===== config.mk =====
export PLATFORM = sky130hd
export DESIGN_NAME = commit_decode
export DESIGN_NICKNAME = d
export VERILOG_FILES = /design/src/hw/rv_inst_pkg.sv /design/src/hw/trace_pkg.sv /design/src/hw/commit_decode.sv
export VERILOG_INCLUDE_DIRS = /design/src /design/src/hw
export SDC_FILE = /design/constraint.sdc
export NUM_CORES = 1
export LEC_CHECK = 0
export ABC_AREA = 1
export BUFFER_PORTS_ARGS = -buffer_cell sky130_fd_sc_hd__buf_2
export CORE_AREA = 10 10 183 185
export DETAILED_ROUTE_END_ITERATION = 7
export DIE_AREA = 0 0 193 195
export SETUP_SLACK_MARGIN = 0.4
export SLEW_MARGIN = 20
export SYNTH_ARGS = -nofsm -noshare
export SYNTH_HDL_FRONTEND = slang
export SYNTH_SLANG_ARGS = --single-unit

===== constraint.sdc =====
create_clock -name clk -period 20.5 [get_ports clk]
set_clock_uncertainty 0.15 [all_clocks]
set_input_delay 2.05 -clock clk [delete_from_list [all_inputs] [get_ports clk]]
set_output_delay 2.05 -clock clk [all_outputs]
set_load 0.005 [all_outputs]

===== src/hw/trace_cfg.svh =====
`ifndef TRACE_CFG_SVH
`define TRACE_CFG_SVH

// data path width of the core
`define TRACE_XLEN 64

// reorder buffer tag, one snapshot entry per tag
`define TRACE_TAG_W 7

// store id, one store table entry per id
`define TRACE_STID_W 4

// byte lanes of a store word
`define TRACE_STRB_W 8

// width of each event counter
`define TRACE_CNT_W 32

`endif


===== src/hw/rv_inst_pkg.sv =====
`default_nettype none

package rv_inst_pkg;

    typedef struct packed {
        logic [6:0] funct7;
        logic [4:0] rs2;
        logic [4:0] rs1;
        logic [2:0] funct3;
        logic [4:0] rd;
        logic [6:0] opcode;
    } rtype_t;

    typedef struct packed {
        logic [11:0] imm;  // csr address for SYSTEM
        logic [4:0]  rs1;
        logic [2:0]  funct3;
        logic [4:0]  rd;
        logic [6:0]  opcode;
    } itype_t;

    // one instruction word, two field layouts
    typedef union packed {
        rtype_t rtype;
        itype_t itype;
    } rv_inst_u;

    localparam logic [6:0] OP_LOAD   = 7'b0000011;
    localparam logic [6:0] OP_STORE  = 7'b0100011;
    localparam logic [6:0] OP_BRANCH = 7'b1100011;
    localparam logic [6:0] OP_SYSTEM = 7'b1110011;
    localparam logic [6:0] OP_LUI    = 7'b0110111;
    localparam logic [6:0] OP_AUIPC  = 7'b0010111;
    localparam logic [6:0] OP_JAL    = 7'b1101111;
    localparam logic [6:0] OP_JALR   = 7'b1100111;
    localparam logic [6:0] OP_IMM    = 7'b0010011;
    localparam logic [6:0] OP_REG    = 7'b0110011;
    localparam logic [6:0] OP_IMM32  = 7'b0011011;
    localparam logic [6:0] OP_REG32  = 7'b0111011;

    localparam logic [11:0] CSR_SSTATUS = 12'h100;
    localparam logic [11:0] CSR_SIE     = 12'h104;
    localparam logic [11:0] CSR_SIP     = 12'h144;
    localparam logic [11:0] CSR_CYCLE   = 12'hc00;
    localparam logic [11:0] CSR_INSTRET = 12'hc02;

endpackage

`default_nettype wire


===== src/hw/trace_pkg.sv =====
`default_nettype none

`include "trace_cfg.svh"

package trace_pkg;

    // machine csr state seen by an instruction at dispatch
    typedef struct packed {
        logic [`TRACE_XLEN-1:0] mstatus;
        logic [`TRACE_XLEN-1:0] mtvec;
        logic [`TRACE_XLEN-1:0] mcause;
        logic [`TRACE_XLEN-1:0] mepc;
    } csr_snap_t;

    typedef struct packed {
        logic [`TRACE_XLEN-1:0]         addr;
        logic [`TRACE_XLEN-1:0]         data;  // shifted down to lowest lane
        logic [$clog2(`TRACE_STRB_W):0] size;  // enabled lane count
    } store_rec_t;

    // retired instruction from the core
    typedef struct packed {
        logic [`TRACE_TAG_W-1:0]  tag;
        logic [`TRACE_XLEN-1:0]   pc;
        rv_inst_pkg::rv_inst_u    inst;
        logic [`TRACE_XLEN-1:0]   result;
        logic [`TRACE_STID_W-1:0] st_id;
        logic [`TRACE_XLEN-1:0]   csr_wdata;
    } commit_t;

    typedef struct packed {
        logic [`TRACE_TAG_W-1:0]  tag;
        logic [`TRACE_XLEN-1:0]   pc;
        rv_inst_pkg::rv_inst_u    inst;
        logic [`TRACE_XLEN-1:0]   result;
        logic [`TRACE_STID_W-1:0] st_id;
        logic [`TRACE_XLEN-1:0]   csr_wdata;
        logic                     gpr_we;
        logic [4:0]               gpr_addr;
        logic                     csr_we;
        logic [11:0]              csr_addr;   // already aliased
        logic                     is_store;
    } decoded_t;

    // one record per committed instruction
    typedef struct packed {
        logic [`TRACE_XLEN-1:0]         pc;
        rv_inst_pkg::rv_inst_u          inst;
        logic                           gpr_we;
        logic [4:0]                     gpr_addr;
        logic [`TRACE_XLEN-1:0]         gpr_value;
        logic                           csr_we;
        logic [11:0]                    csr_addr;
        logic [`TRACE_XLEN-1:0]         csr_value;
        logic [$clog2(`TRACE_STRB_W):0] mem_size;
        logic [`TRACE_XLEN-1:0]         mem_addr;
        logic [`TRACE_XLEN-1:0]         mem_data;
        csr_snap_t                      snap;
    } trace_rec_t;

    typedef struct packed {
        logic [`TRACE_CNT_W-1:0] records;
        logic [`TRACE_CNT_W-1:0] gpr_writes;
        logic [`TRACE_CNT_W-1:0] csr_writes;
        logic [`TRACE_CNT_W-1:0] stores;
    } trace_cnt_t;

endpackage

`default_nettype wire


===== src/hw/commit_decode.sv =====
`timescale 1ns/100ps
`default_nettype none

module commit_decode (
    input  logic                clk,
    input  logic                rst,
    input  logic                cmt_valid,
    input  trace_pkg::commit_t  cmt,
    output logic                cmt_ready,
    output logic                dec_valid,
    output trace_pkg::decoded_t dec,
    input  logic                dec_ready
);
    import trace_pkg::*;
    import rv_inst_pkg::*;

    logic        sys_csr;    // csrrw and friends
    logic        gpr_class;  // opcode writes rd
    logic [11:0] csr_addr;
    decoded_t    dec_d;

    always_comb begin
        sys_csr = (cmt.inst.itype.opcode == OP_SYSTEM) && (cmt.inst.itype.funct3 != 3'd0);
        case (cmt.inst.rtype.opcode)
            OP_LUI, OP_AUIPC, OP_JAL, OP_JALR, OP_LOAD,
            OP_IMM, OP_REG, OP_IMM32, OP_REG32: gpr_class = 1'b1;
            OP_SYSTEM:                          gpr_class = sys_csr;
            OP_STORE, OP_BRANCH:                gpr_class = 1'b0;
            default:                            gpr_class = 1'b0;
        endcase
    end

    // supervisor and user views folded onto machine addresses
    always_comb begin
        csr_addr = cmt.inst.itype.imm;
        if (csr_addr == CSR_SSTATUS || csr_addr == CSR_SIE || csr_addr == CSR_SIP) begin
            csr_addr = csr_addr + 12'h200;
        end else if (csr_addr >= CSR_CYCLE && csr_addr <= CSR_INSTRET) begin
            csr_addr = csr_addr - 12'h100;  // cycle, time, instret
        end
    end

    always_comb begin
        dec_d.tag       = cmt.tag;
        dec_d.pc        = cmt.pc;
        dec_d.inst      = cmt.inst;
        dec_d.result    = cmt.result;
        dec_d.st_id     = cmt.st_id;
        dec_d.csr_wdata = cmt.csr_wdata;
        dec_d.gpr_we    = gpr_class && (cmt.inst.rtype.rd != 5'd0);
        dec_d.gpr_addr  = cmt.inst.rtype.rd;
        dec_d.csr_we    = sys_csr;
        dec_d.csr_addr  = csr_addr;
        dec_d.is_store  = (cmt.inst.rtype.opcode == OP_STORE);
    end

    assign cmt_ready = !dec_valid || dec_ready;  // empty or draining

    always_ff @(posedge clk) begin
        if (rst) begin
            dec_valid <= 1'b0;
        end else if (cmt_ready) begin
            dec_valid <= cmt_valid;
        end
    end

    always_ff @(posedge clk) begin
        if (cmt_valid && cmt_ready) begin
            dec <= dec_d;
        end
    end

endmodule

`default_nettype wire


### Word-level counts from Yosys, hierarchy flattened

Index checks and enable logic that the tools add are counted.

* bits in registers: 256
* input port bits: 239

* $lt $le $gt $ge: 2
* reduce and logical (&&, ||, !) cells: 11
* mux-type cells: 3
* equality and inequality tests: 14
* add/subtract/negate cells: 2

Operators with widths (count)
* == test 12 x 9 -> 1 bit (second input constant): 3
* == test 7 x 6 -> 1 bit (second input constant): 4
* two-way mux 12 bit: 2
* == test 7 x 5 -> 1 bit (second input constant): 3
* == test 7 bit (second input constant): 3
* adder 12 x 10 -> 12 bit (second input constant): 1
* greater-or-equal comparator 12 bit (second input constant): 1
* <= comparator 12 bit (second input constant): 1
* subtractor 12 x 9 -> 12 bit (second input constant): 1
* OR reduction 9 bit: 1
* == test 7 x 2 -> 1 bit (second input constant): 1
* nonzero test 5 bit: 1
* logical AND 1 bit: 4
* logical OR 1 bit: 3
* nonzero test 3 bit: 1
* case mux 1 bit (2 select lines): 1
* zero test 1 bit: 1

### Logic depth before layout (Yosys ltp)

Gate-level depths: netlist of the first run.

* depth after elaboration: 4
* depth in mapped cells: 11
* mapped depth without buffers: 11

### Least setup slack after synthesis of the first run

No wires, ideal clock.

* path type: in2reg
* start point: input port cmt_valid
* end point: register dec[0] (netlist name), enable pin
* path buffers: 0
* slack: 5.727 ns
* cell stages on the path: 2
* arrival time: 13.699 ns
* cell sequence: inv_1 > a21oi_1

* longest elaborated chain between the ends: 1

Ends and longest elaborated chain
* start: declaration: line commit_decode.sv:7 `input logic cmt_valid,`
* logical AND 1 bit: line commit_decode.sv:68 `if (cmt_valid && cmt_ready) begin`
* end signal: assignment: line commit_decode.sv:69 `dec <= dec_d;`
* end: declaration: line commit_decode.sv:11 `output trace_pkg::decoded_t dec,`

Every way passes these cells.
A chain may end at the register's enable or synchronous reset.

### Worst setup path in the final report of the first run

* start point: input port dec_ready
* end point: output port cmt_ready

* longest elaborated chain between the ends: 1

Ends and longest elaborated chain
* start: declaration: line commit_decode.sv:12 `input logic dec_ready`
* logical OR 1 bit: line commit_decode.sv:57 `assign cmt_ready = !dec_valid || dec_ready;`
* end: declaration: line commit_decode.sv:9 `output logic cmt_ready,`

Every way passes these cells.

==> flow_summary.toml, run 1 <==
[run_status]
run_status = "finished, final reports clean"

[critical_path]
cp.required_ns = 18.30
r2r-start = "dec_valid"
worst_setup_path_start_kind = "primary input"
cpPeakStageDelay_ns = 0.13
crit_type = "in2out"
slowest_stage = "buf_2"
worstSetupStartpoint = "dec_ready"
r2r_slack_ns = 17.77
critPathTopFamily = "buffers and inverters"
critical_path.cell_chain = "buf_2 -> inv_1 -> nand2_1 -> buf_2"
crit_buf_inv = 3
reg2reg_to = "dec[252]"
worstSetupEndpointType = "output pin"
crit_top_cell = "buf_2"
worstRegToRegCells = 3
crit_arrival_ns = 2.45
cp_max_fo = 2

[cts]
clk_latency_ns = 0.52
cts_sinks = 243
h-tree-depth = 1
clockRootBuffer = "clkbuf_16"
cts_tree = "built"
hold_buffers = 0
clk_pin_slew_ns = 0.06
post_cts_resized = 0
cts.path.max_buffers = 3
cts_post_setup_buffers_inserted = 0
numCtsBuffers = 26

[finish]
layout.cells.most_common = "buf_2"
multi_input_area_sq_um = 379
drive_above_1_share = 0.627
area_delta_synth_final_pct = 48.3
fill_cells = 2871
nets = 1095
finalInstanceArea_sq_mm = 0.0116
final-seq-area_sq_mm = 0.00729
final_cell_mix = "buf_2 (495), edfxtp_1 (242), clkbuf_16 (27)"

[grt]
overflow = 0
first_global_vias = 5542
grt_pass1_wl_um = 36100
grt_max_degree = 157
antenna_found_initial = 10
grt_util_all_layers = 0.127

[detailed_routing]
vias = 5124
dr.first_iter.drc_count = 178
wirelength_um = 26000
dr.pass1.iters = 4
postRouteAntennaNets = 0
viasPerCell = 4.05
drcViolationCount = 0
wl_per_cell_um = 20.5

[floorplan]
die_h_um = 195
core_area_sq_mm = 0.0300
num_io_pins = 496
start_util = 0.260
dieArea_sq_mm = 0.0376
die_w_um = 193
rows = 64

[worst_hold_path]
min-delay-start = "dec_valid"
hold_path.class = "reg2reg"
hold_path_depth = 2
holdPathEnd = "dec_valid"

[sta]
tightest_slew_ns = 1.04
hold_viol_final = 0
finalCritPeriodShare = 0.227
rsz0062_at_grt = "false"
slew_viol_final = 0
post-route-min-period_ns = 4.65
finalSetupViolations = 0
hold_ws_ns = 0.388
tns_ns = 0
max_clock_freq_mhz = 215
slew_headroom = 0.304

[power]
vdd.ir_drop.worst_v = 0.0000669
combPwrFrac = 0.070
power_density_mw_per_mm2 = 98.3
leakage_nw = 4.99
internal_power_uw = 897
p_sw_frac = 0.213
p_sw_uw = 243
seqPwrFrac = 0.518
clkPwrFrac = 0.412

[synth]
syn_area_per_cell_sq_um = 23.2
ys_seq_elements = 243
yosysSeqAreaShare = 0.932
synth_top_family_by_area = "simple AND/OR/NAND/NOR gates"
synthCells = 337
synth.distinct_cells = 18
synth_fa_ha_area_frac = 0.0112
synth_fp_nets = 583
synth-xor-area-share = 0.00112
synth_warnings = 0
syn_area_sq_mm = 0.00782
synthMuxAreaShare = 0
synth_compound_area_frac = 0.00544
yosys.area_share.simple = 0.0293

[flow_run]
cap_viol_max_count = 0

[placed_design]
portBuffers = 495
finalWeightedCongestion = 0.756
dp_hpwl_um = 20500
dpl_cell_area_sq_mm = 0.0107
[tightest hold or removal path, stage by stage, from the launching register on]
cell     delay [ns]
dfxtp_1        0.34
nand2_1        0.10
a21oi_1        0.06
[per-stage QoR]
stage / cells / utilization / setup WS, ns / power [mW]
2_1_floorplan: 337 / - / 5.73 / 0.632
3_3_place_gp: 1217 / 0.357 / 15.85 / 0.681
3_5_place_dp: 1217 / 0.357 / 15.85 / 0.684
6_report: 1266 / 0.386 / 15.85 / 1.14
4_1_cts: 1263 / 0.386 / 15.84 / 1.16
5_1_grt: 1263 / 0.386 / 15.80 / 1.19
[area by class of cell]
cell class,instances,share of cell area
sequential,243,0.629
antenna,3,0.000648
inverter,17,0.00550
clock buffer,29,0.0589
timing repair buffer,497,0.216
multi-input combinational,64,0.0327
tap,396,0.0427
clock inverter,17,0.0149
[Yosys cell counts]
master / n / area [sq um]
o21ai_0: 2 / 10.0
nor3_1: 4 / 20.0
dfxtp_1: 1 / 20.0
xor2_1: 1 / 8.76
nand3_1: 11 / 55.1
nor3b_1: 1 / 7.51
nor2_2: 1 / 6.26
inv_1: 17 / 63.8
nand2_2: 3 / 18.8
nand4_1: 4 / 25.0
edfxtp_1: 242 / 7270
ha_1: 7 / 87.6
nor2_1: 8 / 30.0
a21oi_1: 4 / 20.0
or3_1: 1 / 6.26
a22oi_2: 1 / 12.5
buf_4: 13 / 97.6
nand2_1: 16 / 60.1
[cell families after synthesis]
group           count (synthesis)
fa+ha+maj                       7
compound gates                  7
simple gates                   49
buf+inv                        30
flops                         243
xor+xnor                        1
[routing by layer]
layer	up-vias	share of wire	GRT usage	routed length [um]
met5	-	0.0031	0	80
met4	12	0.020	0.0342	519
met3	49	0.14	0.0666	3760
met2	323	0.48	0.214	12600
met1	2422	0.35	0.135	9020
li1	2318	-	-	-
[state kept, by name (all words and copies together) (netlist names)]
name / flops
dec: 242
dec_valid: 1
[power by group through the flow]
stage	Combinational, mW	Sequential (mW)	Clock [mW]
2_1_floorplan	0.0149	0.617	0
3_3_place_gp	0.0808	0.601	0
3_5_place_dp	0.0823	0.601	0
4_1_cts	0.0825	0.591	0.488
5_1_grt	0.0882	0.593	0.508
6_report	0.0795	0.591	0.469
[worst max path at each step]
stage / endpoint / slack [ns] / cells after the start
after floorplan: dec[0] / 5.73 / 2
after global placement: cmt_ready / 15.85 / 4
after detailed placement: cmt_ready / 15.85 / 4
after CTS: cmt_ready / 15.84 / 4
after global routing: cmt_ready / 15.80 / 4
final: cmt_ready / 15.85 / 4
Power figures use the tool's default switching activity.
==> inputs of run 2 (changes only) <==
Settings changed: CORE_AREA 10 10 183 185 to 10 10 184 186, DIE_AREA 0 0 193 195 to 0 0 194 196.
Clock period 20.5 ns to 4.3 ns, I/O delays scaled along.
==> flow_summary.toml, run 2 (same netlist as run 1, synthesis figures left out) <==
[run_status]
run_status = "finished, final reports clean"

[floorplan]
die_w_um = 194
die_h_um = 196
dieArea_sq_mm = 0.0380
core_area_sq_mm = 0.0303
num_io_pins = 496
rows = 64
start_util = 0.258

[sta]
hold_viol_final = 0
tightest_slew_ns = 0.926
slew_viol_final = 0
post-route-min-period_ns = 2.05
max_clock_freq_mhz = 487
rsz0062_at_grt = "false"
finalCritPeriodShare = 0.477
slew_headroom = 0.381
finalSetupViolations = 0

[critical_path]
r2r_slack_ns = 2.31
cpPeakStageDelay_ns = 0.53
cp_max_fo = 8
crit_type = "in2reg"
cp.required_ns = 4.43
crit_buf_inv = 4
crit_arrival_ns = 2.18
critical_path.cell_chain = "dlygate4sd3_1 -> buf_2 -> inv_1 -> ha_1 -> inv_1 -> nor2_2 -> nand3_1 -> nand2_1 -> nand2_2 -> nand2_2 -> nand2_1 -> nand3_1 -> nand2_1"
slowest_stage = "dlygate4sd3_1"
critPathTopFamily = "buffers and inverters"
worst_setup_path_start_kind = "primary input"
worstSetupEndpointType = "flip-flop"
crit_top_cell = "nand2_1"

[detailed_routing]
wirelength_um = 29400
drcViolationCount = 0
dr.first_iter.drc_count = 249
viasPerCell = 4.00
postRouteAntennaNets = 0
wl_per_cell_um = 19.5
vias = 6022
dr.pass1.iters = 5

[cts]
numCtsBuffers = 27
cts_sinks = 243
clk_latency_ns = 0.51
cts.path.max_buffers = 3
cts_tree = "built"
cts_post_setup_buffers_inserted = 0
h-tree-depth = 1
clk_pin_slew_ns = 0.06
clockRootBuffer = "clkbuf_16"

[finish]
largest_reg_flops = 242
largest_registers = "dec (242), dec_valid (1)"
nets = 1333
finalInstanceArea_sq_mm = 0.0140
fill_cells = 2584
area_delta_synth_final_pct = 79.1
layout.cells.non_filler = 1505
layout.cells.most_common = "buf_2"
multi_input_area_sq_um = 379
final-seq-area_sq_mm = 0.00729
drive_above_1_share = 0.496
top_register = "dec"
final_cell_mix = "buf_2 (495), edfxtp_1 (242), dlygate4sd3_1 (233)"

[grt]
grt_pass1_wl_um = 43400
first_global_vias = 6937
grt_max_degree = 62
overflow = 0
grt_util_all_layers = 0.146
antenna_found_initial = 2

[placed_design]
finalWeightedCongestion = 0.809
dp_hpwl_um = 21000
dpl_cell_area_sq_mm = 0.0108
dp_cells = 1221
portBuffers = 495

[worst_hold_path]
hold_path.class = "in2reg"

[flow_run]
cap_viol_max_count = 0

[power]
vdd.ir_drop.worst_v = 0.000285
power_density_mw_per_mm2 = 402
leakage_nw = 6.00
[run 2: worst register-to-register path, cell delays in order (launching register included)]
cell	delay [ns]
dfxtp_2	0.34
a21oi_4	0.73
buf_12	0.39
[run 2: stage by stage]
step / hold WS, ns / power (mW) / worst slack [ns] / utilization / setup TNS (ns)
after global placement: 0.343 / 3.26 / 1.91 / 0.357 / 0
after detailed placement: 0.341 / 3.26 / 1.93 / 0.357 / 0
final: 0.0374 / 5.63 / 2.25 / 0.462 / 0
after CTS: 0.00144 / 5.71 / 2.23 / 0.462 / 0
after global routing: 0.0134 / 5.86 / 2.08 / 0.462 / 0
after floorplan: 0.342 / 2.97 / -0.702 / - / -169.77
[run 2: per-layer routing]
metal | share of wire | GRT usage | up-vias
met2 | 0.52 | 0.263 | 343
met5 | 0 | 0 | -
met4 | 0.019 | 0.0368 | 0
met1 | 0.37 | 0.161 | 2846
li1 | - | - | 2794
met3 | 0.092 | 0.0510 | 39
[run 2: power breakdown]
part | internal, mW | leakage [nW] | switching (mW)
Combinational | 0.321 | 3.22 | 0.255
Clock | 1.33 | 0.428 | 0.915
Sequential | 2.77 | 2.35 | 0.0393
Total | 4.42 | 6.00 | 1.21
[run 2: final timing paths]
path | startpoint | endpoint | cells past startpoint
max | cmt[161] | dec[10] | 13
min | cmt[152] | dec[172] | 1
max reg2reg | dec_valid | dec[62] | 2
min reg2reg | dec_valid | dec_valid | 2
[run 2: area by class of cell]
type	instances	share of cell area
clock inverters	19	0.0125
diodes	2	0.000358
clock buffers	30	0.0491
flip-flops and latches	243	0.521
well taps	396	0.0354
inverters	17	0.00545
repair buffers	734	0.349
multi-input cells	64	0.0271
[run 2: timing repair]
| action | in CTS | in global routing |
|---|---|---|
| hold buffers | 233 | 0 |
| resized for setup | 0 | 0 |
| hold endpoints to repair | 233 | 0 |
==> inputs of run 3 (changes only) <==
Settings changed: CORE_AREA 10 10 184 186 to 10 10 183 185, DIE_AREA 0 0 194 196 to 0 0 193 195.
Clock period 4.3 ns to 1.7 ns, I/O delays scaled along.
==> flow_summary.toml, run 3 (same netlist as run 1, synthesis figures left out) <==
[critical_path]
cpPeakStageDelay_ns = 0.34
critical_path.cell_chain = "a21oi_4 -> buf_12 -> buf_12 -> buf_6 -> buf_12 -> buf_16"
crit_buf_inv = 5
worst_setup_path_start_kind = "flip-flop"
critPathTopFamily = "buffers and inverters"
crit_type = "reg2reg"
reg2reg_to = "dec[150]"
cp.required_ns = 1.79
crit_top_cell = "buf_12"
cp_max_fo = 8
slowest_stage = "dfxtp_2"
worstRegToRegCells = 6
worstSetupEndpointType = "flip-flop"
r2r_slack_ns = 0.20
crit_arrival_ns = 1.59
r2r-start = "dec_valid"

[floorplan]
start_util = 0.260
core_area_sq_mm = 0.0300
die_h_um = 195
dieArea_sq_mm = 0.0376
die_w_um = 193
num_io_pins = 496
rows = 64

[grt]
grt_pass1_wl_um = 43900
antenna_found_initial = 3
first_global_vias = 7024
overflow = 0
grt_max_degree = 22
grt_util_all_layers = 0.152

[sta]
tightest_slew_ns = 0.443
slew_headroom = 0.702
hold_ws_ns = -0.154
tns_ns = 0
finalSetupViolations = 0
hold_viol_final = 1
max_clock_freq_mhz = 667
slew_viol_final = 0
post-route-min-period_ns = 1.50
rsz0062_at_grt = "true"
finalCritPeriodShare = 0.882
fin_ws_ns = 0.201

[finish]
nets = 1385
layout.cells.non_filler = 1557
final_cell_mix = "buf_2 (493), edfxtp_1 (242), dlygate4sd3_1 (237)"
fill_cells = 2446
drive_above_1_share = 0.516
area_delta_synth_final_pct = 91.7
final_core_util = 0.499
top_register = "dec"
finalInstanceArea_sq_mm = 0.0150
largest_registers = "dec (242), dec_valid (1)"
layout.cells.most_common = "buf_2"
largest_reg_flops = 242

[power]
power_density_mw_per_mm2 = 976
vdd.ir_drop.worst_v = 0.00114
total_power_mw = 14.6
leakage_nw = 6.46

[cts]
numCtsBuffers = 26
cts_tree = "built"
clk_pin_slew_ns = 0.06
cts_sinks = 243
h-tree-depth = 1
cts.path.max_buffers = 3
clk_latency_ns = 0.51
clockRootBuffer = "clkbuf_16"

[placed_design]
finalWeightedCongestion = 0.817
portBuffers = 495
dp_hpwl_um = 21700
place_ws_ns = -0.0123
dp_cells = 1240
dpl_cell_area_sq_mm = 0.0110

[worst_hold_path]
hold_path.class = "in2reg"
hold_path_depth = 4
holdPathEnd = "dec_valid"
min-delay-start = "dec_ready"

[run_status]
violations = "hold timing"
run_status = "finished with violations"

[detailed_routing]
wirelength_um = 31300
dr.first_iter.drc_count = 246
postRouteAntennaNets = 0
wl_per_cell_um = 20.1
dr.pass1.iters = 4
drcViolationCount = 0
viasPerCell = 4.03
vias = 6282

[flow_run]
cap_viol_max_count = 0
-- run 3: worst reg2reg max path, delay by kind of cell, from the launching register on --
| kind | cells | cell delay [ns] |
|---|---|---|
| buffers and inverters | 5 | 0.59 |
| flip-flops | 1 | 0.34 |
| AO/OA/AOI/OAI | 1 | 0.14 |
-- run 3: report_power, final --
group / leakage [nW] / switching, mW / internal (mW)
clock network: 0.425 / 2.20 / 3.50
registers: 2.35 / 0.107 / 7.02
logic: 3.68 / 0.726 / 1.07
-- run 3: how the worst max path moves through the flow --
stage	startpoint	depth (start not counted)	end	slack, ns
floorplan	dec_valid	1	dec[0]	-3.19
finish	dec_valid	6	dec[150]	0.20
detailed placement	cmt[161]	10	dec[9]	-0.01
CTS	dec[178]	1	dec[7]	0.20
global route	dec_valid	6	dec[252]	0.17
global placement	cmt[161]	10	dec[9]	-0.005
-- run 3: final cells by class --
| class | instances | area [sq um] | area share |
|---|---|---|---|
| inverter | 17 | 67.6 | 0.00451 |
| clock inverter | 15 | 175 | 0.0117 |
| antenna | 2 | 5.00 | 0.000334 |
| clock buffer | 33 | 698 | 0.0466 |
| timing repair buffer | 787 | 5850 | 0.390 |
| multi-input combinational | 64 | 404 | 0.0270 |
| tap | 396 | 495 | 0.0331 |
| sequential | 243 | 7290 | 0.487 |
-- run 3: layer usage --
layer  track usage  up-vias  wire length [um]
met5             0        -                26
met4        0.0305        4               550
met3        0.0543       43              3310
met2         0.281      330             16400
met1         0.162     2996             11100
li1              -     2909                 -
-- run 3: timing repair --
action                     CTS  global route
hold buffers               237             3
setup endpoints to repair  482           501
hold endpoints to repair   241             5
gates resized for setup     37            22
pin swaps                    1             1
cloned                       6             9
setup buffers               10             3
